## src/support_defines.svh

```systemverilog
/*
  Sizing constants for the verification support logic.
  Include this in any file that needs FIFO depth, counter width or debug hold.
*/

`ifndef SUPPORT_DEFINES_SVH
`define SUPPORT_DEFINES_SVH

// ----------------------------------------
// OBI tracking
// ----------------------------------------

// most OBI requests that can be outstanding on one bus
`define SL_FIFO_DEPTH 4

// ----------------------------------------
// counters and debug
// ----------------------------------------

// width of every saturating counter, small so saturation shows up in test
`define SL_CNT_W 4

// retirements a recorded debug request stays visible
`define SL_DBG_HOLD 2

`endif

```

## src/support_pkg.sv

```systemverilog
/*
  Shared types for the support logic and its testbench.
  Bus snapshots, phase flags, request attributes, trace events and output flags.
*/

`default_nettype none

`include "support_defines.svh"

package support_pkg;

  // ----------------------------------------
  // OBI bus view
  // ----------------------------------------

  // handshake wires of one OBI bus, as observed
  typedef struct packed {
    logic req;
    logic gnt;
    logic rvalid;
  } obi_bus_t;

  // phase state derived from one OBI bus
  typedef struct packed {
    logic                 addr_ph_cont;
    logic                 resp_ph_cont;
    logic [`SL_CNT_W-1:0] v_addr_ph_cnt;
  } obi_phase_t;

  // attribute carried from a data request to its response
  typedef struct packed {
    logic is_store;
    logic integrity;
  } data_attr_t;

  // ----------------------------------------
  // core control and trace
  // ----------------------------------------

  // pc mux selection in the controller
  typedef enum logic [1:0] {
    PC_BOOT     = 2'd0,
    PC_JUMP     = 2'd1,
    PC_TRAP_EXC = 2'd2,
    PC_TRAP_DBE = 2'd3
  } pc_mux_e;

  typedef struct packed {
    logic    pc_set;
    pc_mux_e pc_mux;
  } ctrl_t;

  // one retirement of the trace port
  typedef struct packed {
    logic        valid;
    logic        dbg_mode;
    logic        is_dret;
    logic        trap;
    logic        intr;
    logic [10:0] intr_cause;
  } rvfi_evt_t;

  // event flags handed to assertion and coverage modules
  typedef struct packed {
    logic req_after_exception;
    logic first_debug_ins;
    logic recorded_dbg_req;
    logic first_fetch;
  } sl_flags_t;

endpackage

`default_nettype wire

```

## src/debug_event_tracker.sv

```systemverilog
/*
  Detects debug and startup events from the trace port and control path.
  Produces first debug instruction, recorded debug request, first fetch
  and data request after an exception.
*/

`timescale 1ns/1ps
`default_nettype none

`include "support_defines.svh"

module debug_event_tracker (
  input  logic                   in_support_if,
  input  logic                   rst_n_i,
  input  support_pkg::rvfi_evt_t rvfi_i,
  input  support_pkg::ctrl_t     ctrl_i,
  input  support_pkg::obi_bus_t  data_bus_i,
  input  logic                   fetch_enable_i,
  input  logic                   debug_req_i,
  output support_pkg::sl_flags_t flags_o
);

  localparam int HOLD_W = $clog2(`SL_DBG_HOLD + 1);
  localparam logic [HOLD_W-1:0] HOLD_FULL = HOLD_W'(`SL_DBG_HOLD);
  localparam logic [HOLD_W-1:0] HOLD_RET  = HOLD_W'(`SL_DBG_HOLD - 1);

  logic              in_debug_q;
  logic              dret_pend_q;
  logic              fetch_seen_q;
  logic [HOLD_W-1:0] dbg_hold_q;
  logic              data_gnt_q;
  logic              exc_open_q;
  logic              req_after_exc_q;
  logic              trap_taken;
  logic              req_after_gnt;

  // ----------------------------------------
  // first debug instruction
  // ----------------------------------------

  // last retirement was in debug mode
  // a completed dret makes the next retirement count as fresh entry
  always_ff @(posedge in_support_if or negedge rst_n_i) begin
    if (!rst_n_i) begin
      in_debug_q  <= 1'b0;
      dret_pend_q <= 1'b0;
    end else if (rvfi_i.valid) begin
      in_debug_q  <= rvfi_i.dbg_mode;
      dret_pend_q <= rvfi_i.is_dret && !rvfi_i.trap;
    end
  end

  assign flags_o.first_debug_ins = rvfi_i.valid && rvfi_i.dbg_mode &&
                                   (!in_debug_q || dret_pend_q);

  // ----------------------------------------
  // recorded debug request
  // ----------------------------------------

  // remaining retirements the request stays recorded
  // a request on a retirement already spends one of them
  always_ff @(posedge in_support_if or negedge rst_n_i) begin
    if (!rst_n_i) begin
      dbg_hold_q <= '0;
    end else if (debug_req_i) begin
      dbg_hold_q <= rvfi_i.valid ? HOLD_RET : HOLD_FULL;
    end else if (rvfi_i.valid && (dbg_hold_q != '0)) begin
      dbg_hold_q <= dbg_hold_q - 1'b1;
    end
  end

  assign flags_o.recorded_dbg_req = (dbg_hold_q != '0);

  // ----------------------------------------
  // first fetch
  // ----------------------------------------

  always_ff @(posedge in_support_if or negedge rst_n_i) begin
    if (!rst_n_i) begin
      fetch_seen_q <= 1'b0;
    end else if (fetch_enable_i) begin
      fetch_seen_q <= 1'b1;
    end
  end

  // only the very first enable cycle after reset
  assign flags_o.first_fetch = fetch_enable_i && !fetch_seen_q;

  // ----------------------------------------
  // data request after exception
  // ----------------------------------------

  // trap taken in WB through the exception or debug-exception vector
  assign trap_taken = ctrl_i.pc_set &&
                      ((ctrl_i.pc_mux == support_pkg::PC_TRAP_EXC) ||
                       (ctrl_i.pc_mux == support_pkg::PC_TRAP_DBE));

  // new data request right behind a granted one
  assign req_after_gnt = data_bus_i.req && data_gnt_q;

  always_ff @(posedge in_support_if or negedge rst_n_i) begin
    if (!rst_n_i) begin
      data_gnt_q      <= 1'b0;
      exc_open_q      <= 1'b0;
      req_after_exc_q <= 1'b0;
    end else begin
      data_gnt_q <= data_bus_i.gnt;
      if (trap_taken) begin
        exc_open_q <= 1'b1;
        if (req_after_gnt) begin
          req_after_exc_q <= 1'b1;
        end
      end else if (rvfi_i.valid) begin
        // retirement closes the exception window
        exc_open_q      <= 1'b0;
        req_after_exc_q <= 1'b0;
      end else if (exc_open_q && req_after_gnt) begin
        req_after_exc_q <= 1'b1;
      end
    end
  end

  assign flags_o.req_after_exception = req_after_exc_q;

endmodule

`default_nettype wire

```

## src/obi_phase_monitor.sv

```systemverilog
/*
  Tracks address and response phases of one OBI bus.
  Reports a held address phase, a pending response and a granted-request count.
*/

`timescale 1ns/1ps
`default_nettype none

`include "support_defines.svh"

module obi_phase_monitor (
  input  logic                    in_support_if,
  input  logic                    rst_n_i,
  input  support_pkg::obi_bus_t   bus_i,
  output support_pkg::obi_phase_t phase_o
);

  localparam int OUT_W = $clog2(`SL_FIFO_DEPTH + 1);
  localparam logic [OUT_W-1:0] OUT_MAX = OUT_W'(`SL_FIFO_DEPTH);

  // address phase FSM
  typedef enum logic {
    ADDR_IDLE,
    ADDR_WAIT
  } addr_state_e;

  addr_state_e      addr_state_q;
  addr_state_e      addr_state_d;
  logic             addr_grant;
  logic [OUT_W-1:0] outstanding_q;

  // ----------------------------------------
  // address phase
  // ----------------------------------------

  // address phase ends when req and gnt meet
  assign addr_grant = bus_i.req && bus_i.gnt;

  // an ungranted req leaves the bus waiting for gnt
  always_comb begin
    addr_state_d = ADDR_IDLE;
    if (bus_i.req && !bus_i.gnt) begin
      addr_state_d = ADDR_WAIT;
    end
  end

  always_ff @(posedge in_support_if or negedge rst_n_i) begin
    if (!rst_n_i) begin
      addr_state_q <= ADDR_IDLE;
    end else begin
      addr_state_q <= addr_state_d;
    end
  end

  // ----------------------------------------
  // response phase
  // ----------------------------------------

  // grant adds one request, rvalid retires one
  always_ff @(posedge in_support_if or negedge rst_n_i) begin
    if (!rst_n_i) begin
      outstanding_q <= '0;
    end else begin
      case ({addr_grant, bus_i.rvalid})
        2'b10: begin
          if (outstanding_q != OUT_MAX) begin
            outstanding_q <= outstanding_q + 1'b1;
          end
        end
        2'b01: begin
          if (outstanding_q != '0) begin
            outstanding_q <= outstanding_q - 1'b1;
          end
        end
        default: begin
          outstanding_q <= outstanding_q;
        end
      endcase
    end
  end

  // still waiting on gnt for the same request
  assign phase_o.addr_ph_cont = (addr_state_q == ADDR_WAIT) && bus_i.req;
  // something granted and its rvalid not here yet
  assign phase_o.resp_ph_cont = (outstanding_q != '0) && !bus_i.rvalid;

  // granted address phases
  sat_event_counter i_addr_ph_cnt (
    .in_support_if (in_support_if),
    .rst_n_i       (rst_n_i),
    .inc_i         (addr_grant),
    .count_o       (phase_o.v_addr_ph_cnt)
  );

  // ----------------------------------------
  // protocol checks
  // ----------------------------------------

  // OBI forbids withdrawing a request before its grant
  a_req_held_until_gnt : assert property (
    @(posedge in_support_if) disable iff (!rst_n_i)
    (bus_i.req && !bus_i.gnt) |=> bus_i.req
  );

  // every rvalid needs an earlier grant
  a_rvalid_has_outstanding : assert property (
    @(posedge in_support_if) disable iff (!rst_n_i)
    bus_i.rvalid |-> (outstanding_q != '0)
  );

endmodule

`default_nettype wire

```

## src/req_attribute_fifo.sv

```systemverilog
/*
  Carries a per-request attribute from the address phase to its response.
  Payload type is a parameter, so one FIFO serves data and instruction buses.
*/

`timescale 1ns/1ps
`default_nettype none

`include "support_defines.svh"

module req_attribute_fifo #(
  parameter type attr_t = logic
) (
  input  logic                  in_support_if,
  input  logic                  rst_n_i,
  input  support_pkg::obi_bus_t bus_i,
  input  attr_t                 attr_i,
  output attr_t                 resp_attr_o
);

  localparam int DEPTH = `SL_FIFO_DEPTH;
  localparam int PTR_W = (DEPTH > 1) ? $clog2(DEPTH) : 1;
  localparam int CNT_W = $clog2(DEPTH + 1);
  localparam logic [PTR_W-1:0] PTR_LAST = PTR_W'(DEPTH - 1);
  localparam logic [CNT_W-1:0] CNT_FULL = CNT_W'(DEPTH);

  attr_t            mem [DEPTH];
  logic [PTR_W-1:0] wr_ptr_q;
  logic [PTR_W-1:0] rd_ptr_q;
  logic [CNT_W-1:0] count_q;
  logic             push;
  logic             pop;

  // write on a completed address phase, read on a response
  assign push = bus_i.req && bus_i.gnt;
  assign pop  = bus_i.rvalid;

  // ----------------------------------------
  // storage
  // ----------------------------------------

  always_ff @(posedge in_support_if) begin
    if (push) begin
      mem[wr_ptr_q] <= attr_i;
    end
  end

  // pointers wrap at the last entry
  always_ff @(posedge in_support_if or negedge rst_n_i) begin
    if (!rst_n_i) begin
      wr_ptr_q <= '0;
      rd_ptr_q <= '0;
    end else begin
      if (push) begin
        wr_ptr_q <= (wr_ptr_q == PTR_LAST) ? '0 : wr_ptr_q + 1'b1;
      end
      if (pop) begin
        rd_ptr_q <= (rd_ptr_q == PTR_LAST) ? '0 : rd_ptr_q + 1'b1;
      end
    end
  end

  // fill level, only used by the checks below
  always_ff @(posedge in_support_if or negedge rst_n_i) begin
    if (!rst_n_i) begin
      count_q <= '0;
    end else begin
      case ({push, pop})
        2'b10:   count_q <= count_q + 1'b1;
        2'b01:   count_q <= count_q - 1'b1;
        default: count_q <= count_q;
      endcase
    end
  end

  // head of the queue belongs to the response in this cycle
  assign resp_attr_o = pop ? mem[rd_ptr_q] : attr_t'('0);

  // ----------------------------------------
  // protocol checks
  // ----------------------------------------

  // more grants than responses would exceed the tracked depth
  a_no_overflow : assert property (
    @(posedge in_support_if) disable iff (!rst_n_i)
    (push && !pop) |-> (count_q != CNT_FULL)
  );

  // a response without a stored request has no attribute to return
  a_no_underflow : assert property (
    @(posedge in_support_if) disable iff (!rst_n_i)
    pop |-> (count_q != '0)
  );

endmodule

`default_nettype wire

```

## src/sat_event_counter.sv

```systemverilog
/*
  Counts single-cycle event pulses and stops at all ones.
  Used for granted address phases and interrupt counts.
*/

`timescale 1ns/1ps
`default_nettype none

`include "support_defines.svh"

module sat_event_counter (
  input  logic                 in_support_if,
  input  logic                 rst_n_i,
  input  logic                 inc_i,
  output logic [`SL_CNT_W-1:0] count_o
);

  logic at_max;

  // stop counting once every bit is set
  assign at_max = &count_o;

  always_ff @(posedge in_support_if or negedge rst_n_i) begin
    if (!rst_n_i) begin
      count_o <= '0;
    end else if (inc_i && !at_max) begin
      count_o <= count_o + 1'b1;
    end
  end

  // once saturated it stays saturated until reset
  a_no_wrap : assert property (
    @(posedge in_support_if) disable iff (!rst_n_i)
    at_max |=> at_max
  );

endmodule

`default_nettype wire

```

## src/support_logic.sv

```systemverilog
/*
  Top of the support logic that watches the core's OBI buses, trace and control.
  Feeds flags and counters to the assertion and coverage modules.
*/

`timescale 1ns/1ps
`default_nettype none

`include "support_defines.svh"

module support_logic (
  input  logic                    in_support_if,
  input  logic                    rst_n_i,
  input  support_pkg::obi_bus_t   data_bus_i,
  input  support_pkg::obi_bus_t   instr_bus_i,
  input  support_pkg::data_attr_t data_attr_i,
  input  logic                    instr_integrity_i,
  input  support_pkg::rvfi_evt_t  rvfi_i,
  input  support_pkg::ctrl_t      ctrl_i,
  input  logic                    fetch_enable_i,
  input  logic                    debug_req_i,
  input  logic                    irq_ack_i,
  output support_pkg::obi_phase_t data_phase_o,
  output support_pkg::obi_phase_t instr_phase_o,
  output support_pkg::data_attr_t data_resp_attr_o,
  output logic                    instr_resp_integrity_o,
  output support_pkg::sl_flags_t  flags_o,
  output logic [`SL_CNT_W-1:0]    cnt_irq_ack_o,
  output logic [`SL_CNT_W-1:0]    cnt_rvfi_irqs_o
);

  logic rvfi_irq_inc;

  // ----------------------------------------
  // OBI phase monitors
  // ----------------------------------------

  obi_phase_monitor i_data_phase (
    .in_support_if (in_support_if),
    .rst_n_i       (rst_n_i),
    .bus_i         (data_bus_i),
    .phase_o       (data_phase_o)
  );

  obi_phase_monitor i_instr_phase (
    .in_support_if (in_support_if),
    .rst_n_i       (rst_n_i),
    .bus_i         (instr_bus_i),
    .phase_o       (instr_phase_o)
  );

  // ----------------------------------------
  // request attributes
  // ----------------------------------------

  // store and integrity bits of each data request
  req_attribute_fifo #(
    .attr_t (support_pkg::data_attr_t)
  ) i_data_attr_fifo (
    .in_support_if (in_support_if),
    .rst_n_i       (rst_n_i),
    .bus_i         (data_bus_i),
    .attr_i        (data_attr_i),
    .resp_attr_o   (data_resp_attr_o)
  );

  // integrity bit of each fetch
  req_attribute_fifo #(
    .attr_t (logic)
  ) i_instr_attr_fifo (
    .in_support_if (in_support_if),
    .rst_n_i       (rst_n_i),
    .bus_i         (instr_bus_i),
    .attr_i        (instr_integrity_i),
    .resp_attr_o   (instr_resp_integrity_o)
  );

  // ----------------------------------------
  // debug and startup events
  // ----------------------------------------

  debug_event_tracker i_debug_events (
    .in_support_if  (in_support_if),
    .rst_n_i        (rst_n_i),
    .rvfi_i         (rvfi_i),
    .ctrl_i         (ctrl_i),
    .data_bus_i     (data_bus_i),
    .fetch_enable_i (fetch_enable_i),
    .debug_req_i    (debug_req_i),
    .flags_o        (flags_o)
  );

  // ----------------------------------------
  // interrupt counters
  // ----------------------------------------

  // causes 1024..1027 are not real interrupts and are not counted
  assign rvfi_irq_inc = rvfi_i.valid && rvfi_i.intr &&
                        !(rvfi_i.intr_cause inside {[11'd1024:11'd1027]});

  sat_event_counter i_cnt_irq_ack (
    .in_support_if (in_support_if),
    .rst_n_i       (rst_n_i),
    .inc_i         (irq_ack_i),
    .count_o       (cnt_irq_ack_o)
  );

  sat_event_counter i_cnt_rvfi_irqs (
    .in_support_if (in_support_if),
    .rst_n_i       (rst_n_i),
    .inc_i         (rvfi_irq_inc),
    .count_o       (cnt_rvfi_irqs_o)
  );

endmodule

`default_nettype wire

```

## config.mk

```make
export PLATFORM = sky130hd
export DESIGN_NAME = support_logic
export DESIGN_NICKNAME = d
export VERILOG_FILES = /design/src/support_pkg.sv /design/src/debug_event_tracker.sv /design/src/obi_phase_monitor.sv /design/src/req_attribute_fifo.sv /design/src/sat_event_counter.sv /design/src/support_logic.sv
export VERILOG_INCLUDE_DIRS = /design/src
export SDC_FILE = /design/constraint.sdc
export NUM_CORES = 1
export LEC_CHECK = 0
export BUFFER_PORTS_ARGS = -buffer_cell sky130_fd_sc_hd__buf_2
export CAP_MARGIN = 10
export CORE_MARGIN = 4
export CORE_UTILIZATION = 50
export DETAILED_ROUTE_END_ITERATION = 7
export PLACE_DENSITY = 0.75
export SLEW_MARGIN = 20
export SYNTH_ARGS = -nofsm -noshare
export SYNTH_HDL_FRONTEND = slang
export SYNTH_SLANG_ARGS = --single-unit
```

## constraint.sdc

```tcl
create_clock -name in_support_if -period 1.9 [get_ports in_support_if]
set_input_delay 0.38 -clock in_support_if [delete_from_list [all_inputs] [get_ports in_support_if]]
set_output_delay 0.38 -clock in_support_if [all_outputs]
set_load 0.005 [all_outputs]
```

==> summary.txt <==
Finish
  – Register area: 1363 um2
  – Nets: 336
  – Filler cells: 387
  – Antenna cells: 0
  – Multi-input gate area in the final layout: 1091 um2
  – Final instance area: 3062 um2
  – Share of cells above drive strength 1: 31.10%
  – Syn-to-layout area delta: 20.30%

Synth
  – Synth warn: 0
  – Cell area after technology mapping: 2545 um2
  – Post-synth top area share: 39.33%
  – Syn_nets: 267
  – Area leader, netlist: dfrtp_1
  – EDFF count, synth: 12
  – Main area contributors after synthesis: dfrtp_1 (39%), edfxtp_1 (14%), ha_1 (9.3%), inv_1 (2.9%), mux2_1 (2.7%)
  – Mapped Cells: 213
  – Most frequent cell after synthesis: dfrtp_1
  – Ys flop type: dfrtp_1
  – Seq/Total Area, Yosys: 53.49%
  – Unique cell type count in the Yosys netlist: 39
  – Ys async rst share: 76.92%
  – Post-synth top cells: dfrtp_1 (40), inv_1 (20), ha_1 (19)
  – Mean area per synthesized cell: 11.95 um2
  – #FFs+latches synth: 52

Timing
  – Final Hold Viols: 0
  – Clock skew: 8.643 ps
  – Setup Viol. Count Final: 0
  – FMAX: 0.5419 GHz
  – Slew HR: 66.09%
  – Tightest Pin Transition: 508.7 ps
  – Max-slew violation count: 0
  – RSZ-0062 raised after global routing: true
  – Crit path time final: 1845 ps
  – Tcrit/Tclk final: 97.13%

Routing
  – DRT iter0 DRCs: 61
  – DRC viols: 0
  – Wire length per cell: 12.32 um
  – Final Routed Wirelength: 4.311 mm
  – Vias/cell: 5.017
  – Final ANT Viol Nets: 0
  – Via Count: 1756
  – DR pass1 iterations: 4

Global routing
  – Antenna violations before repair: 0
  – First-pass GRT wire length: 7.762 mm
  – Grt ovf: 0
  – Largest net degree at the start of global routing: 41
  – Vias in the first global route: 1795
  – All-Layer GR Usage: 15.74%

Clock tree
  – CTS tree: yes
  – Clock buffer count from CTS: 5
  – Clk_lat worst skew: 300 ps
  – Clk root buf: clkbuf_8
  – Clock Pin Slew Worst Setup and Hold Paths: 100 ps
  – CTS H-tree depth: 2
  – Clk sinks: 52
  – CTS Buffer Depth: 2

Floorplanning
  – Chip Width: 79.35 um
  – Die Y: 79.35 um
  – Core area: 4817 um2
  – Die Footprint: 6296 um2
  – # IOs: 60
  – FP Rows: 25
  – Initial core utilization: 52.83%

Run
  – Max_cap viols: 0

Place
  – Buffers on Ports: 56
  – Dpl cell area: 2942 um2
  – Hpwl dp: 3.334 mm
  – Gp weighted congestion: 0.7489

Critical path
  – Crit-path max FO: 3
  – Critical Path Max Stage Delay: 490 ps
  – Crit path cell chain: mux4_2, and2_1, buf_2
  – Arrival time worst endpoint: 1470 ps
  – Worst setup EP type: output port
  – Crit-path leading delay family: multiplexers
  – Critical path required time: 1520 ps
  – Crit Path Class: reg -> out
  – CP max stage cell: mux4_2
  – Buf/Inv on CP: 1
  – CP Launch Type: flip-flop

Outcome
  – Status: finished, final reports clean

Power
  – Total Power: 3.815 mW
  – VDD IR-drop max: 884.0 uV
  – Pleak: 1.469 nW
  – Cell Pwr Density: 1246 nW/um2

Worst hold path
  – Worst hold path type: in -> async
## per-layer routing
metal | track usage [%] | up-vias | part of all wire [%]
met2 | 25.84 | 48 | 48
li1 | - | 880 | -
met5 | 0 | - | 0
met3 | 5.329 | 6 | 7.4
met4 | 5.498 | 0 | 1.3
met1 | 19.36 | 822 | 43
## area by class of cell
| cell class | instances | share of cell area, % |
|---|---|---|
| multi-input cells | 137 | 35.64 |
| clock inverters | 1 | 0.2861 |
| inverters | 22 | 2.697 |
| clock buffers | 7 | 2.820 |
| well taps | 67 | 2.738 |
| flip-flops and latches | 52 | 44.50 |
| repair buffers | 64 | 11.32 |
## layout by cell type (no fill, tap or decap), types with 6 or more instances in the layout
| cell type | synthesis | layout |
|---|---|---|
| dfrtp_1 | 40 | 39 |
| mux2_1 | 6 | 6 |
| o21ai_0 | 9 | 9 |
| xor2_1 | 6 | 6 |
| nand2_1 | 14 | 14 |
| ha_1 | 19 | 19 |
| and3_1 | 8 | 8 |
| buf_2 | 1 | 55 |
| inv_1 | 20 | 20 |
| edfxtp_1 | 12 | 12 |
| a21oi_1 | 10 | 10 |
| nand4_1 | 6 | 6 |
| buf_4 | 1 | 8 |
| clkbuf_8 | 0 | 6 |
## kinds of logic (layout without fill, tap and decap cells)
family,after synthesis,after routing,share of synthesized area [%]
compound gates,30,30,6.982
xor+xnor,10,10,3.441
fa+ha+maj,21,21,10.91
buf+inv,24,94,3.736
flops,52,52,53.49
mux,15,15,8.259
simple gates,61,61,13.18
## registers in the layout, summed over array words and instances, names as in the netlist, 2 cells and up
register,count
i_cnt_irq_ack.count_o,4
i_data_attr_fifo.wr_ptr_q,2
i_cnt_rvfi_irqs.count_o,4
i_data_phase.outstanding_q,3
i_instr_phase.outstanding_q,3
i_instr_attr_fifo.mem,4
i_data_phase.i_addr_ph_cnt.count_o,4
i_data_attr_fifo.mem,8
i_instr_phase.i_addr_ph_cnt.count_o,4
i_instr_attr_fifo.wr_ptr_q,2
i_instr_attr_fifo.rd_ptr_q,2
i_debug_events.dbg_hold_q,2
i_data_attr_fifo.rd_ptr_q,2
## power breakdown
group	switching (mW)	total, mW	internal, mW
registers	0.346	1.85	1.50
clock network	0.351	0.650	0.299
logic	0.585	1.32	0.731
## metrics by stage
stage	util, %	TNS [ps]	setup slack (ps)	hold WS [ps]	std cells
4_1_cts	63.22	0	6.062	140.6	349
6_report	63.56	0	54.55	124.5	350
2_1_floorplan	-	0	293.7	84.41	213
3_3_place_gp	61.06	0	130.9	453.9	340
3_5_place_dp	61.06	0	105.2	461.8	340
5_1_grt	63.56	-41.51	-24.49	156.6	350
## final timing paths
path,end,startpoint,cells after the start,slack (ps)
max,data_resp_attr_o[0],i_data_attr_fifo.rd_ptr_q[0]$_DFFE_PN0P_,3,50
min,i_instr_phase.addr_state_q$_DFF_PN0_,rst_n_i,2,120
min reg2reg,i_debug_events.fetch_seen_q$_DFFE_PN0P_,i_debug_events.fetch_seen_q$_DFFE_PN0P_,1,480
max in group asynchronous,i_data_attr_fifo.rd_ptr_q[0]$_DFFE_PN0P_,rst_n_i,2,1400
max reg2reg,i_data_phase.i_addr_ph_cnt.count_o[1]$_DFFE_PN0P_,i_data_phase.i_addr_ph_cnt.count_o[0]$_DFFE_PN0P_,3,460
min in group in_support_if,i_debug_events.dret_pend_q$_DFFE_PN0P_,rvfi_i[12],2,250
## timing repair
| action | 4_1_cts | 5_1_grt |
|---|---|---|
| buffers inserted | 1 | 1 |
| pin swaps | 0 | 2 |
| endpoints found under the setup margin | 2 | 3 |
| hold buffers | 0 | 0 |
| endpoints found under the hold margin | 0 | 0 |
| resized for setup | 1 | 2 |
| gates cloned | 0 | 0 |
Power figures use the tool's default switching activity.
